File: config.mk
export PLATFORM = sky130hd
export DESIGN_NAME = start_sprite_control
export DESIGN_NICKNAME = d
export VERILOG_FILES = /design/src/hw/sprite_pkg.sv /design/src/hw/sprite_position.sv /design/src/hw/sprite_rom.sv /design/src/hw/sprite_scan.sv /design/src/hw/start_sprite_control.sv
export SDC_FILE = /design/constraint.sdc
export NUM_CORES = 1
export LEC_CHECK = 0
export BUFFER_PORTS_ARGS = -buffer_cell sky130_fd_sc_hd__buf_2
export CAP_MARGIN = 25
export CORE_ASPECT_RATIO = 1.25
export CORE_MARGIN = 2
export CORE_UTILIZATION = 29
export DETAILED_ROUTE_END_ITERATION = 16
export GPL_ROUTABILITY_DRIVEN = 0
export SLEW_MARGIN = 0
export SYNTH_ARGS = -nofsm -noshare
export SYNTH_HDL_FRONTEND = slang
export SYNTH_SLANG_ARGS = --single-unit
File: constraint.sdc
create_clock -name clk -period 4.3 [get_ports clk]
set_clock_uncertainty 0.15 [all_clocks]
set_input_delay 0.215 -clock clk [delete_from_list [all_inputs] [get_ports clk]]
set_output_delay 0.215 -clock clk [all_outputs]
set_load 0.02 [all_outputs]
File: src/hw/sprite_pkg.sv
`default_nettype none

package sprite_pkg;

        // sprite size in pixels
        localparam int sprite_w = 64;
        localparam int sprite_h = 8;

        // pixel index is {row, column}
        localparam int col_bits = $clog2(sprite_w);
        localparam int row_bits = $clog2(sprite_h);

        // screen coordinates
        typedef logic [7:0] coord_x_t;
        typedef logic [6:0] coord_y_t;

        // distance the sprite moves after a paint pass
        typedef logic [6:0] shift_t;

        // 4 bits each of red, green, blue
        typedef logic [11:0] colour_t;

        typedef logic [row_bits+col_bits-1:0] pixel_addr_t;

endpackage

`default_nettype wire

File: src/hw/sprite_position.sv
`timescale 1ns/10ps
`default_nettype none

module sprite_position #(
        parameter sprite_pkg::coord_x_t start_x = 8'd49,
        parameter sprite_pkg::coord_y_t start_y = 7'd48
) (
        input  logic                 clk,
        input  logic                 arst_n,
        input  logic                 draw,
        input  logic                 clear,
        input  logic                 shift_h,
        input  logic                 shift_v,
        input  logic                 load,
        input  sprite_pkg::shift_t   shift_amount,
        input  sprite_pkg::coord_x_t load_x,
        input  sprite_pkg::coord_y_t load_y,
        input  logic                 pass_end,
        output logic                 step,
        output logic                 blank,
        output sprite_pkg::coord_x_t x_pos,
        output sprite_pkg::coord_y_t y_pos
);

        import sprite_pkg::*;

        coord_x_t x_reg;
        coord_y_t y_reg;
        logic     move_h;
        logic     move_v;

        // mode decode, clear beats shift_h beats shift_v
        assign step  = draw & (clear | shift_h | shift_v);
        assign blank = clear;

        // only paint passes move the sprite
        assign move_h = pass_end & ~clear & shift_h;
        assign move_v = pass_end & ~clear & ~shift_h & shift_v;

        // moved origin already seen by a pass that starts right away
        assign x_pos = move_h ? x_reg + coord_x_t'(shift_amount) : x_reg;
        assign y_pos = move_v ? y_reg + shift_amount : y_reg;

        always_ff @(posedge clk or negedge arst_n) begin
                if (!arst_n) begin
                        x_reg <= start_x;
                        y_reg <= start_y;
                end else if (load && !draw) begin
                        x_reg <= load_x;
                        y_reg <= load_y;
                end else begin
                        x_reg <= x_pos;
                        y_reg <= y_pos;
                end
        end

endmodule

`default_nettype wire

File: src/hw/sprite_rom.sv
`timescale 1ns/10ps
`default_nettype none

module sprite_rom (
        input  sprite_pkg::pixel_addr_t pixel_addr,
        output sprite_pkg::colour_t     pixel_colour
);

        import sprite_pkg::*;

        logic [2*sprite_w-1:0] row_codes;
        logic [col_bits-1:0]   col;
        logic [row_bits-1:0]   row;
        logic [col_bits:0]     code_base;
        logic [1:0]            code;

        assign col = pixel_addr[col_bits-1:0];
        assign row = pixel_addr[col_bits +: row_bits];

        // column 0 sits in the top two bits of a row
        assign code_base = {~col, 1'b0};
        assign code      = row_codes[code_base +: 2];

        // "START" in 2-bit palette codes, rows 0 and 7 are empty
        always_comb begin
                case (row)
                        3'd1:    row_codes = 128'h7860_0000_0000_0078_0000_0000_0000_0000;
                        3'd2:    row_codes = 128'h6660_0000_0600_0181_8000_0180_0000_0000;
                        3'd3:    row_codes = 128'h6660_0000_0600_0181_8000_0180_0000_0000;
                        3'd4:    row_codes = 128'h7867_e606_079f_8079_e7e0_79e0_0000_0000;
                        3'd5:    row_codes = 128'h6666_6666_0619_8019_8661_8180_0000_0000;
                        3'd6:    row_codes = 128'h7867_e198_079f_81e1_e799_81e0_0000_0000;
                        default: row_codes = '0;
                endcase
        end

        // palette
        always_comb begin
                case (code)
                        2'd0:    pixel_colour = 12'h000;
                        2'd1:    pixel_colour = 12'h00f;
                        2'd2:    pixel_colour = 12'hff0;
                        default: pixel_colour = 12'hfff;
                endcase
        end

endmodule

`default_nettype wire

File: src/hw/sprite_scan.sv
`timescale 1ns/10ps
`default_nettype none

module sprite_scan (
        input  logic                    clk,
        input  logic                    arst_n,
        input  logic                    step,
        input  logic                    blank,
        input  sprite_pkg::coord_x_t    x_pos,
        input  sprite_pkg::coord_y_t    y_pos,
        input  sprite_pkg::colour_t     pixel_colour,
        output sprite_pkg::pixel_addr_t pixel_addr,
        output sprite_pkg::coord_x_t    x_out,
        output sprite_pkg::coord_y_t    y_out,
        output sprite_pkg::colour_t     colour_out,
        output logic                    complete,
        output sprite_pkg::coord_x_t    posx,
        output sprite_pkg::coord_y_t    posy
);

        import sprite_pkg::*;

        localparam pixel_addr_t last_pixel = pixel_addr_t'(sprite_w * sprite_h - 1);

        pixel_addr_t         pointer;
        logic [col_bits-1:0] col;
        logic [row_bits-1:0] row;
        logic                last;

        assign pixel_addr = pointer;
        assign col        = pointer[col_bits-1:0];
        assign row        = pointer[col_bits +: row_bits];
        assign last       = (pointer == last_pixel);

        // pass pointer, wraps to 0 after the last pixel
        always_ff @(posedge clk or negedge arst_n) begin
                if (!arst_n) begin
                        pointer <= '0;
                end else if (step) begin
                        pointer <= pointer + 1'b1;
                end
        end

        // pixel registers, screen coordinates wrap at their width
        always_ff @(posedge clk or negedge arst_n) begin
                if (!arst_n) begin
                        x_out      <= '0;
                        y_out      <= '0;
                        colour_out <= '0;
                end else if (step) begin
                        x_out      <= x_pos + coord_x_t'(col);
                        y_out      <= y_pos + coord_y_t'(row);
                        colour_out <= blank ? '0 : pixel_colour;
                end
        end

        // single pulse with the last pixel of a pass
        always_ff @(posedge clk or negedge arst_n) begin
                if (!arst_n) begin
                        complete <= 1'b0;
                end else begin
                        complete <= step & last;
                end
        end

        // origin the finished pass was drawn at
        always_ff @(posedge clk or negedge arst_n) begin
                if (!arst_n) begin
                        posx <= '0;
                        posy <= '0;
                end else if (step && last) begin
                        posx <= x_pos;
                        posy <= y_pos;
                end
        end

endmodule

`default_nettype wire

File: src/hw/start_sprite_control.sv
`timescale 1ns/10ps
`default_nettype none

module start_sprite_control #(
        parameter sprite_pkg::coord_x_t start_x = 8'd49,
        parameter sprite_pkg::coord_y_t start_y = 7'd48
) (
        input  logic                 clk,
        input  logic                 arst_n,
        input  logic                 draw,
        input  logic                 clear,
        input  logic                 shift_h,
        input  logic                 shift_v,
        input  logic                 load,
        input  sprite_pkg::shift_t   shift_amount,
        input  sprite_pkg::coord_x_t load_x,
        input  sprite_pkg::coord_y_t load_y,
        output sprite_pkg::coord_x_t x_out,
        output sprite_pkg::coord_y_t y_out,
        output sprite_pkg::colour_t  colour_out,
        output logic                 complete,
        output sprite_pkg::coord_x_t posx,
        output sprite_pkg::coord_y_t posy
);

        import sprite_pkg::*;

        logic        step;
        logic        blank;
        coord_x_t    x_pos;
        coord_y_t    y_pos;
        pixel_addr_t pixel_addr;
        colour_t     pixel_colour;

        sprite_position #(
                .start_x (start_x),
                .start_y (start_y)
        ) i_sprite_position (
                .clk          (clk),
                .arst_n       (arst_n),
                .draw         (draw),
                .clear        (clear),
                .shift_h      (shift_h),
                .shift_v      (shift_v),
                .load         (load),
                .shift_amount (shift_amount),
                .load_x       (load_x),
                .load_y       (load_y),
                .pass_end     (complete),
                .step         (step),
                .blank        (blank),
                .x_pos        (x_pos),
                .y_pos        (y_pos)
        );

        sprite_scan i_sprite_scan (
                .clk          (clk),
                .arst_n       (arst_n),
                .step         (step),
                .blank        (blank),
                .x_pos        (x_pos),
                .y_pos        (y_pos),
                .pixel_colour (pixel_colour),
                .pixel_addr   (pixel_addr),
                .x_out        (x_out),
                .y_out        (y_out),
                .colour_out   (colour_out),
                .complete     (complete),
                .posx         (posx),
                .posy         (posy)
        );

        sprite_rom i_sprite_rom (
                .pixel_addr   (pixel_addr),
                .pixel_colour (pixel_colour)
        );

endmodule

`default_nettype wire

==> impl_results.md, run 1 <==
* EDFF count, synth at 0
* CTS HTree Levels at 3
* RSZ-0062 raised after global routing: no
* Cells after synthesis at 456
* DRC at 0
* Post-Place Worst Slack at 0.982 ns
* Initial antenna violation count at 0
* Hold buffers post-CTS at 14
* Vias in the first global route at about 3,500
* Synth async-reset ratio at 1.00
* Fin. Hold Viols at 0
* CTS clk-pin slew, worst paths at 0.05 ns
* First-pass GRT wire length at 17.5 mm
* Crit share post-route at 0.772
* Final Critical Period at between 3 and 4 ns
* Die width at about 110 um
* Clock Latency Late Sink at 0.33 ns
* I/O pins at 72
* Post-synth top flop: dfrtp_1
* DR pass1 iterations at 4
* Vias/cell at a little over 5
* Hpwl dp at about 8 mm
* Largest net degree at the start of global routing at just under 60
* Yosys top cell by area: dfrtp_1
* Max-slew violations at 0
* Area contributors post-synth: dfrtp_1 (33%), ha_1 (7.5%), o21ai_0 (5.0%), nand2_1 (5.0%), a21oi_1 (3.8%)
* Most frequent cell after synthesis: nand2_1
* Power Dens Cells at 561 nW/um^2
* Synth-to-layout area growth at 22.1%
* Commonest cells post-synth: nand2_1 (53), dfrtp_1 (52), o21ai_0 (40)
* Drt first-iter violations at 209
* Synth Cell Area at 4000 um^2
* Port bufs at 71
* Drt wl/cell at roughly 15 um
* Status: completed
* Worst setup SP type: flop
* Cell Rows at 48
* Pleak at 0.00226 uW
* Mean Syn Cell Area at 8.77 um^2
* Worst vdd ir at 0.171 mV
* Total of max-cap violations at 0
* Total CTS buffers at 9
* Sequential area share after synthesis at 0.358
* PnR worst setup slack at 0.980 ns
* Fmax at 301 MHz
* # setup viols final at 0
* Die Y at 135 um
* Flops & latches, synth at between 50 and 60
* Yosys warns at 0
* Critical path peak fanout at 4
* Syn nets at between 500 and 600
* Arrival @ worst endpoint at 3.38 ns
* Post-CTS setup repair buffer count at 0
* Worst-Margin Slew at 0.794 ns
* Largest register FFs at 9
* Root buffer cell: clkbuf_16
* WS Path Type: reg2reg
* Longest Clk Path Bufs at 2
* Core area at 13,600 um^2
* Final ANT Viol Nets at 0
* Layout cells sized above 1 at 0.215
* Max transition margin at 0.471
* Via count at roughly 3,600
* CTS tree: built
* GRT overflow at 0
* Hold slack final at 0.00802 ns
* Nets@finish at 578
* Yosys top cell area share at 0.325
* WP data required at 4.36 ns
* CP Capture Type: flop
* Post-route setup TNS at 0 ns
* Total GRT Usage at 0.153
* Routed WL at approximately 11 mm
* Starting density of the core at 0.294
* Die ar. at between 10,000 and 15,000 um^2
* Resize count post-CTS at 0
* Netlist cell types at 67
* Hold Crit Class: in2reg
* CTS sink count at between 50 and 60
* Ant. Diodes at 0
* Final core utilization at 0.358
where the power goes:
group	internal (uW)	total (uW)	switching (uW)	leakage (uW)
clock	478	724	247	0.000150
combinational	478	1120	646	0.00140
sequential	653	892	239	0.000708
layer usage:
| metal | vias to the layer above | track usage | part of all wire |
|---|---|---|---|
| li1 | 1755 | - | - |
| met1 | 1746 | 0.185 | 0.42 |
| met2 | 72 | 0.262 | 0.52 |
| met3 | 22 | 0.0346 | 0.039 |
| met4 | 0 | 0.0605 | 0.025 |
| met5 | - | 0 | 0 |
critical path, stage by stage, from the launching register on:
cell	delay [ns]
dfstp_2	0.53
ha_1	0.18
inv_1	0.06
fa_1	0.43
o21ai_0	0.44
ha_1	0.33
a21o_1	0.15
a21oi_1	0.22
nor2b_1	0.10
o31a_1	0.26
o21ai_1	0.15
xnor2_1	0.13
o21ai_1	0.07
path summary, 6_finish.rpt:
path                                                 startpoint                              endpoint  slack, ns  cells past startpoint
max                        i_sprite_position.x_reg[0]$_DFF_PN1_    i_sprite_scan.x_out[7]$_DFFE_PN0P_       0.98                     12
min                                                   load_y[2]  i_sprite_position.y_reg[2]$_DFF_PN0_      0.008                      3
max reg2reg                i_sprite_position.x_reg[0]$_DFF_PN1_    i_sprite_scan.x_out[7]$_DFFE_PN0P_       0.98                     12
min reg2reg                  i_sprite_scan.y_out[4]$_DFFE_PN0P_    i_sprite_scan.y_out[4]$_DFFE_PN0P_       0.32                      2
max in group asynchronous                                arst_n     i_sprite_scan.posx[7]$_DFFE_PN0P_       3.07                      3
min in group asynchronous                                arst_n    i_sprite_scan.y_out[2]$_DFFE_PN0P_       0.41                      3
cell type report:
class                           count  area [um^2]
Sequential cell                    57         1430
Clock buffer                       13          260
Timing Repair Buffer               89          533
Clock inverter                      3         40.0
Inverter                           22         82.6
Tap cell                          175          219
Fill cell                        1384         8750
Multi-Input combinational cell    342         2320
through the flow:
| step | power, uW | std cells | cell area [um^2] |
|---|---|---|---|
| after floorplan | 1730 | 456 | 4000 |
| after global placement | 1990 | 670 | 4430 |
| after detailed placement | 2010 | 670 | 4430 |
| after CTS | 2760 | 700 | 4870 |
| after global routing | 2950 | 701 | 4880 |
| final | 2740 | 701 | 4880 |
logic make-up after synthesis:
kind of cell	count (synthesis)	synth area share
DFF	57	0.358
AOI/OAI and AO/OA	139	0.229
buffers and inverters	57	0.0663
muxes	11	0.0310
xor gates and xnor gates	19	0.0416
and+or+nand+nor	144	0.176
adders and majority gates	29	0.0976
cells in the final DEF (no fill, tap or decap), drive strengths merged, types with 5 or more instances in the layout:
master	n
a31oi	5
o21ai	43
dfstp	5
buf	75
nor2	33
mux2	8
xor2	7
nor3	7
inv	21
nor2b	6
nand2	53
clkbuf	13
a211oi	10
xnor2	12
nand3	6
nand2b	10
dlygate4sd3	14
a21oi	30
a21o	6
dfrtp	52
ha	24
o31ai	5
o22ai	5
Power figures use the tool's default switching activity.
==> run 2, diff against run 1 <==
Clock period 4.3 ns to 3.2 ns, I/O delays scaled along.
==> run 2 against run 1 <==
Worst hold slack better by 0.026 ns. Sequential share of layout area fell by 0.99 points. Flip-flop and latch count unchanged. Critical endpoint is now i_sprite_scan.x_out[6]$_DFFE_PN0P_.
==> impl_results.md, run 2 (synthesized netlist as in run 1, its figures left out) <==
* Die ar. at 14,800 um^2
* Nets@finish at between 500 and 600
* Placed Cells incl. Taps at just under 700
* DRC at 0
* Vias in the first global route at 3,606
* Worst-Margin Slew at about 0.72 ns
* Worst vdd ir at between 0.3 and 0.4 mV
* Most used cell, CP: a21o_1
* Layout cells sized above 1 at 0.253
* Core area at 13,600 um^2
* Arrival @ worst endpoint at 3.09 ns
* Final Critical Period at 3.06 ns
* Layout Cells excl Fill at 720
* Largest register FFs at 9
* Drt first-iter violations at 174
* Max transition margin at 0.522
* Critical path peak fanout at 3
* Most frequent cells in the layout: buf_2 (71), nand2_1 (53), dfrtp_1 (52)
* R2r startpoint: i_sprite_position.x_reg[0]$_DFF_PN1_
* Total GRT Usage at 0.153
* Fmax at 326 MHz
* Port bufs at 71
* Hold Crit Class: in2async
* GRT overflow at 0
* Met2 routed WL at 5.72 mm
* # setup viols final at 0
* Pleak at ~0.0023 uW
* Synth-to-layout area growth at 26.3%
* CP Capture Type: flop
* Die width at approximately 110 um
* Initial antenna violation count at 0
* WL met3 at ~520 um
* CTS sink count at 57
* Uppermost layer routed: met4
* First-pass GRT wire length at 17.5 mm
* Ant. Diodes at 0
* Via count at about 3,700
* CTS tree: built
* I/O pins at 72
* Root buffer cell: clkbuf_16
* Start point of the critical path: i_sprite_position.x_reg[0]$_DFF_PN1_
* CTS clk-pin slew, worst paths at 0.06 ns
* Routed WL at 11.1 mm
* Die Y at 135 um
* Drt wl/cell at 15.4 um
* Hpwl dp at 8.27 mm
* Power Dens Cells at 734 nW/um^2
* Total CTS buffers at 9
* Vias/cell at 5.13
* Crit share post-route at 0.957
* Leading cell type in the layout, fill and taps excluded: buf_2
* Clock Latency Late Sink at 0.33 ns
* Largest net degree at the start of global routing at 44
* R2r worst-path depth at 11
* M1 WL at 4.52 mm
* Total of max-cap violations at 0
* WS Path Type: reg2reg
* Longest Clk Path Bufs at 2
* Starting density of the core at 0.294
* CP Cell Sequence: ha_1 -> inv_1 -> fa_2 -> o21ai_2 -> fa_1 -> a21o_1 -> a21o_1 -> a21o_1 -> a21oi_2 -> xor2_1 -> o21ai_0
* Worst setup SP type: flop
* DR pass1 iterations at 7
* CTS HTree Levels at 3
* Max-slew violations at 0
* Fin. Hold Viols at 0
* Status: completed
* Design Power at 3710 uW
* CP max stage delay at 0.53 ns
* WP data required at about 3.2 ns
* Cell Rows at 48
* Final ANT Viol Nets at 0
* Slowest CP cell: dfstp_2
==> run 2: cell count changes in the layout (fill, tap and decap cells not counted), sizes merged <==
cell	before	now
bufinv	1	0
inv	21	22
clkbuf	13	9
clkinvlp	0	4
buf	75	92
dlygate4sd3	14	16
==> run 2: final cells by class <==
| type | count | area (um^2) |
|---|---|---|
| Inverter | 22 | 82.6 |
| Multi-Input combinational cell | 342 | 2350 |
| Clock buffer | 9 | 225 |
| Tap cell | 175 | 219 |
| Clock inverter | 7 | 56.3 |
| Fill cell | 1355 | 8580 |
| Timing Repair Buffer | 108 | 693 |
| Sequential cell | 57 | 1430 |
==> run 2: path summary, 6_finish.rpt <==
check / to / slack [ns]
max in group asynchronous: i_sprite_position.x_reg[4]$_DFF_PN1_ / 2.08
hold / removal: i_sprite_scan.y_out[4]$_DFFE_PN0P_ / 0.03
min in group clk: i_sprite_scan.x_out[7]$_DFFE_PN0P_ / 0.11
setup reg to reg: i_sprite_scan.x_out[6]$_DFFE_PN0P_ / 0.14
setup / recovery: i_sprite_scan.x_out[6]$_DFFE_PN0P_ / 0.14
hold reg to reg: i_sprite_scan.y_out[4]$_DFFE_PN0P_ / 0.33
==> run 2: per-layer routing <==
metal	GRT usage	vias up
li1	-	1803
met1	0.176	1773
met2	0.260	91
met3	0.0366	25
met4	0.0805	0
met5	0	-
==> run 2: repair_timing <==
action	4_1_cts	5_1_grt
endpoints found under the hold margin	54	0
setup endpoints to repair	1	2
hold buffers	16	0
buffers inserted	0	2
gates resized for setup	1	6
pin swaps	0	1
==> run 2: through the flow <==
stage | area (um^2) | setup TNS (ns) | utilization | worst slack (ns) | hold WS [ns]
2_1_floorplan | 4000 | 0 | - | 0.0955 | -0.286
3_3_place_gp | 4530 | 0 | 0.333 | 0.0385 | 0.221
3_5_place_dp | 4530 | -0.0233 | 0.333 | -0.0233 | 0.230
4_1_cts | 4980 | 0 | 0.365 | 0.0113 | 0.101
5_1_grt | 5050 | -0.0247 | 0.371 | -0.0247 | 0.0580
6_report | 5050 | 0 | 0.371 | 0.137 | 0.0339
==> run 2: power by group <==
part           switching (uW)  leakage [uW]  internal, uW
Sequential                182      0.000708           880
Combinational            1040       0.00150           720
Clock                     358      0.000124           527
Total                    1580       0.00233          2130
==> run 2: critical path, delay by kind of cell (launching register included) <==
kind / cells / cell delay [ns]
adders and majority gates: 3 / 1.11
AOI/OAI and AO/OA: 6 / 0.92
DFF: 1 / 0.53
xor gates and xnor gates: 1 / 0.15
buffers and inverters: 1 / 0.05
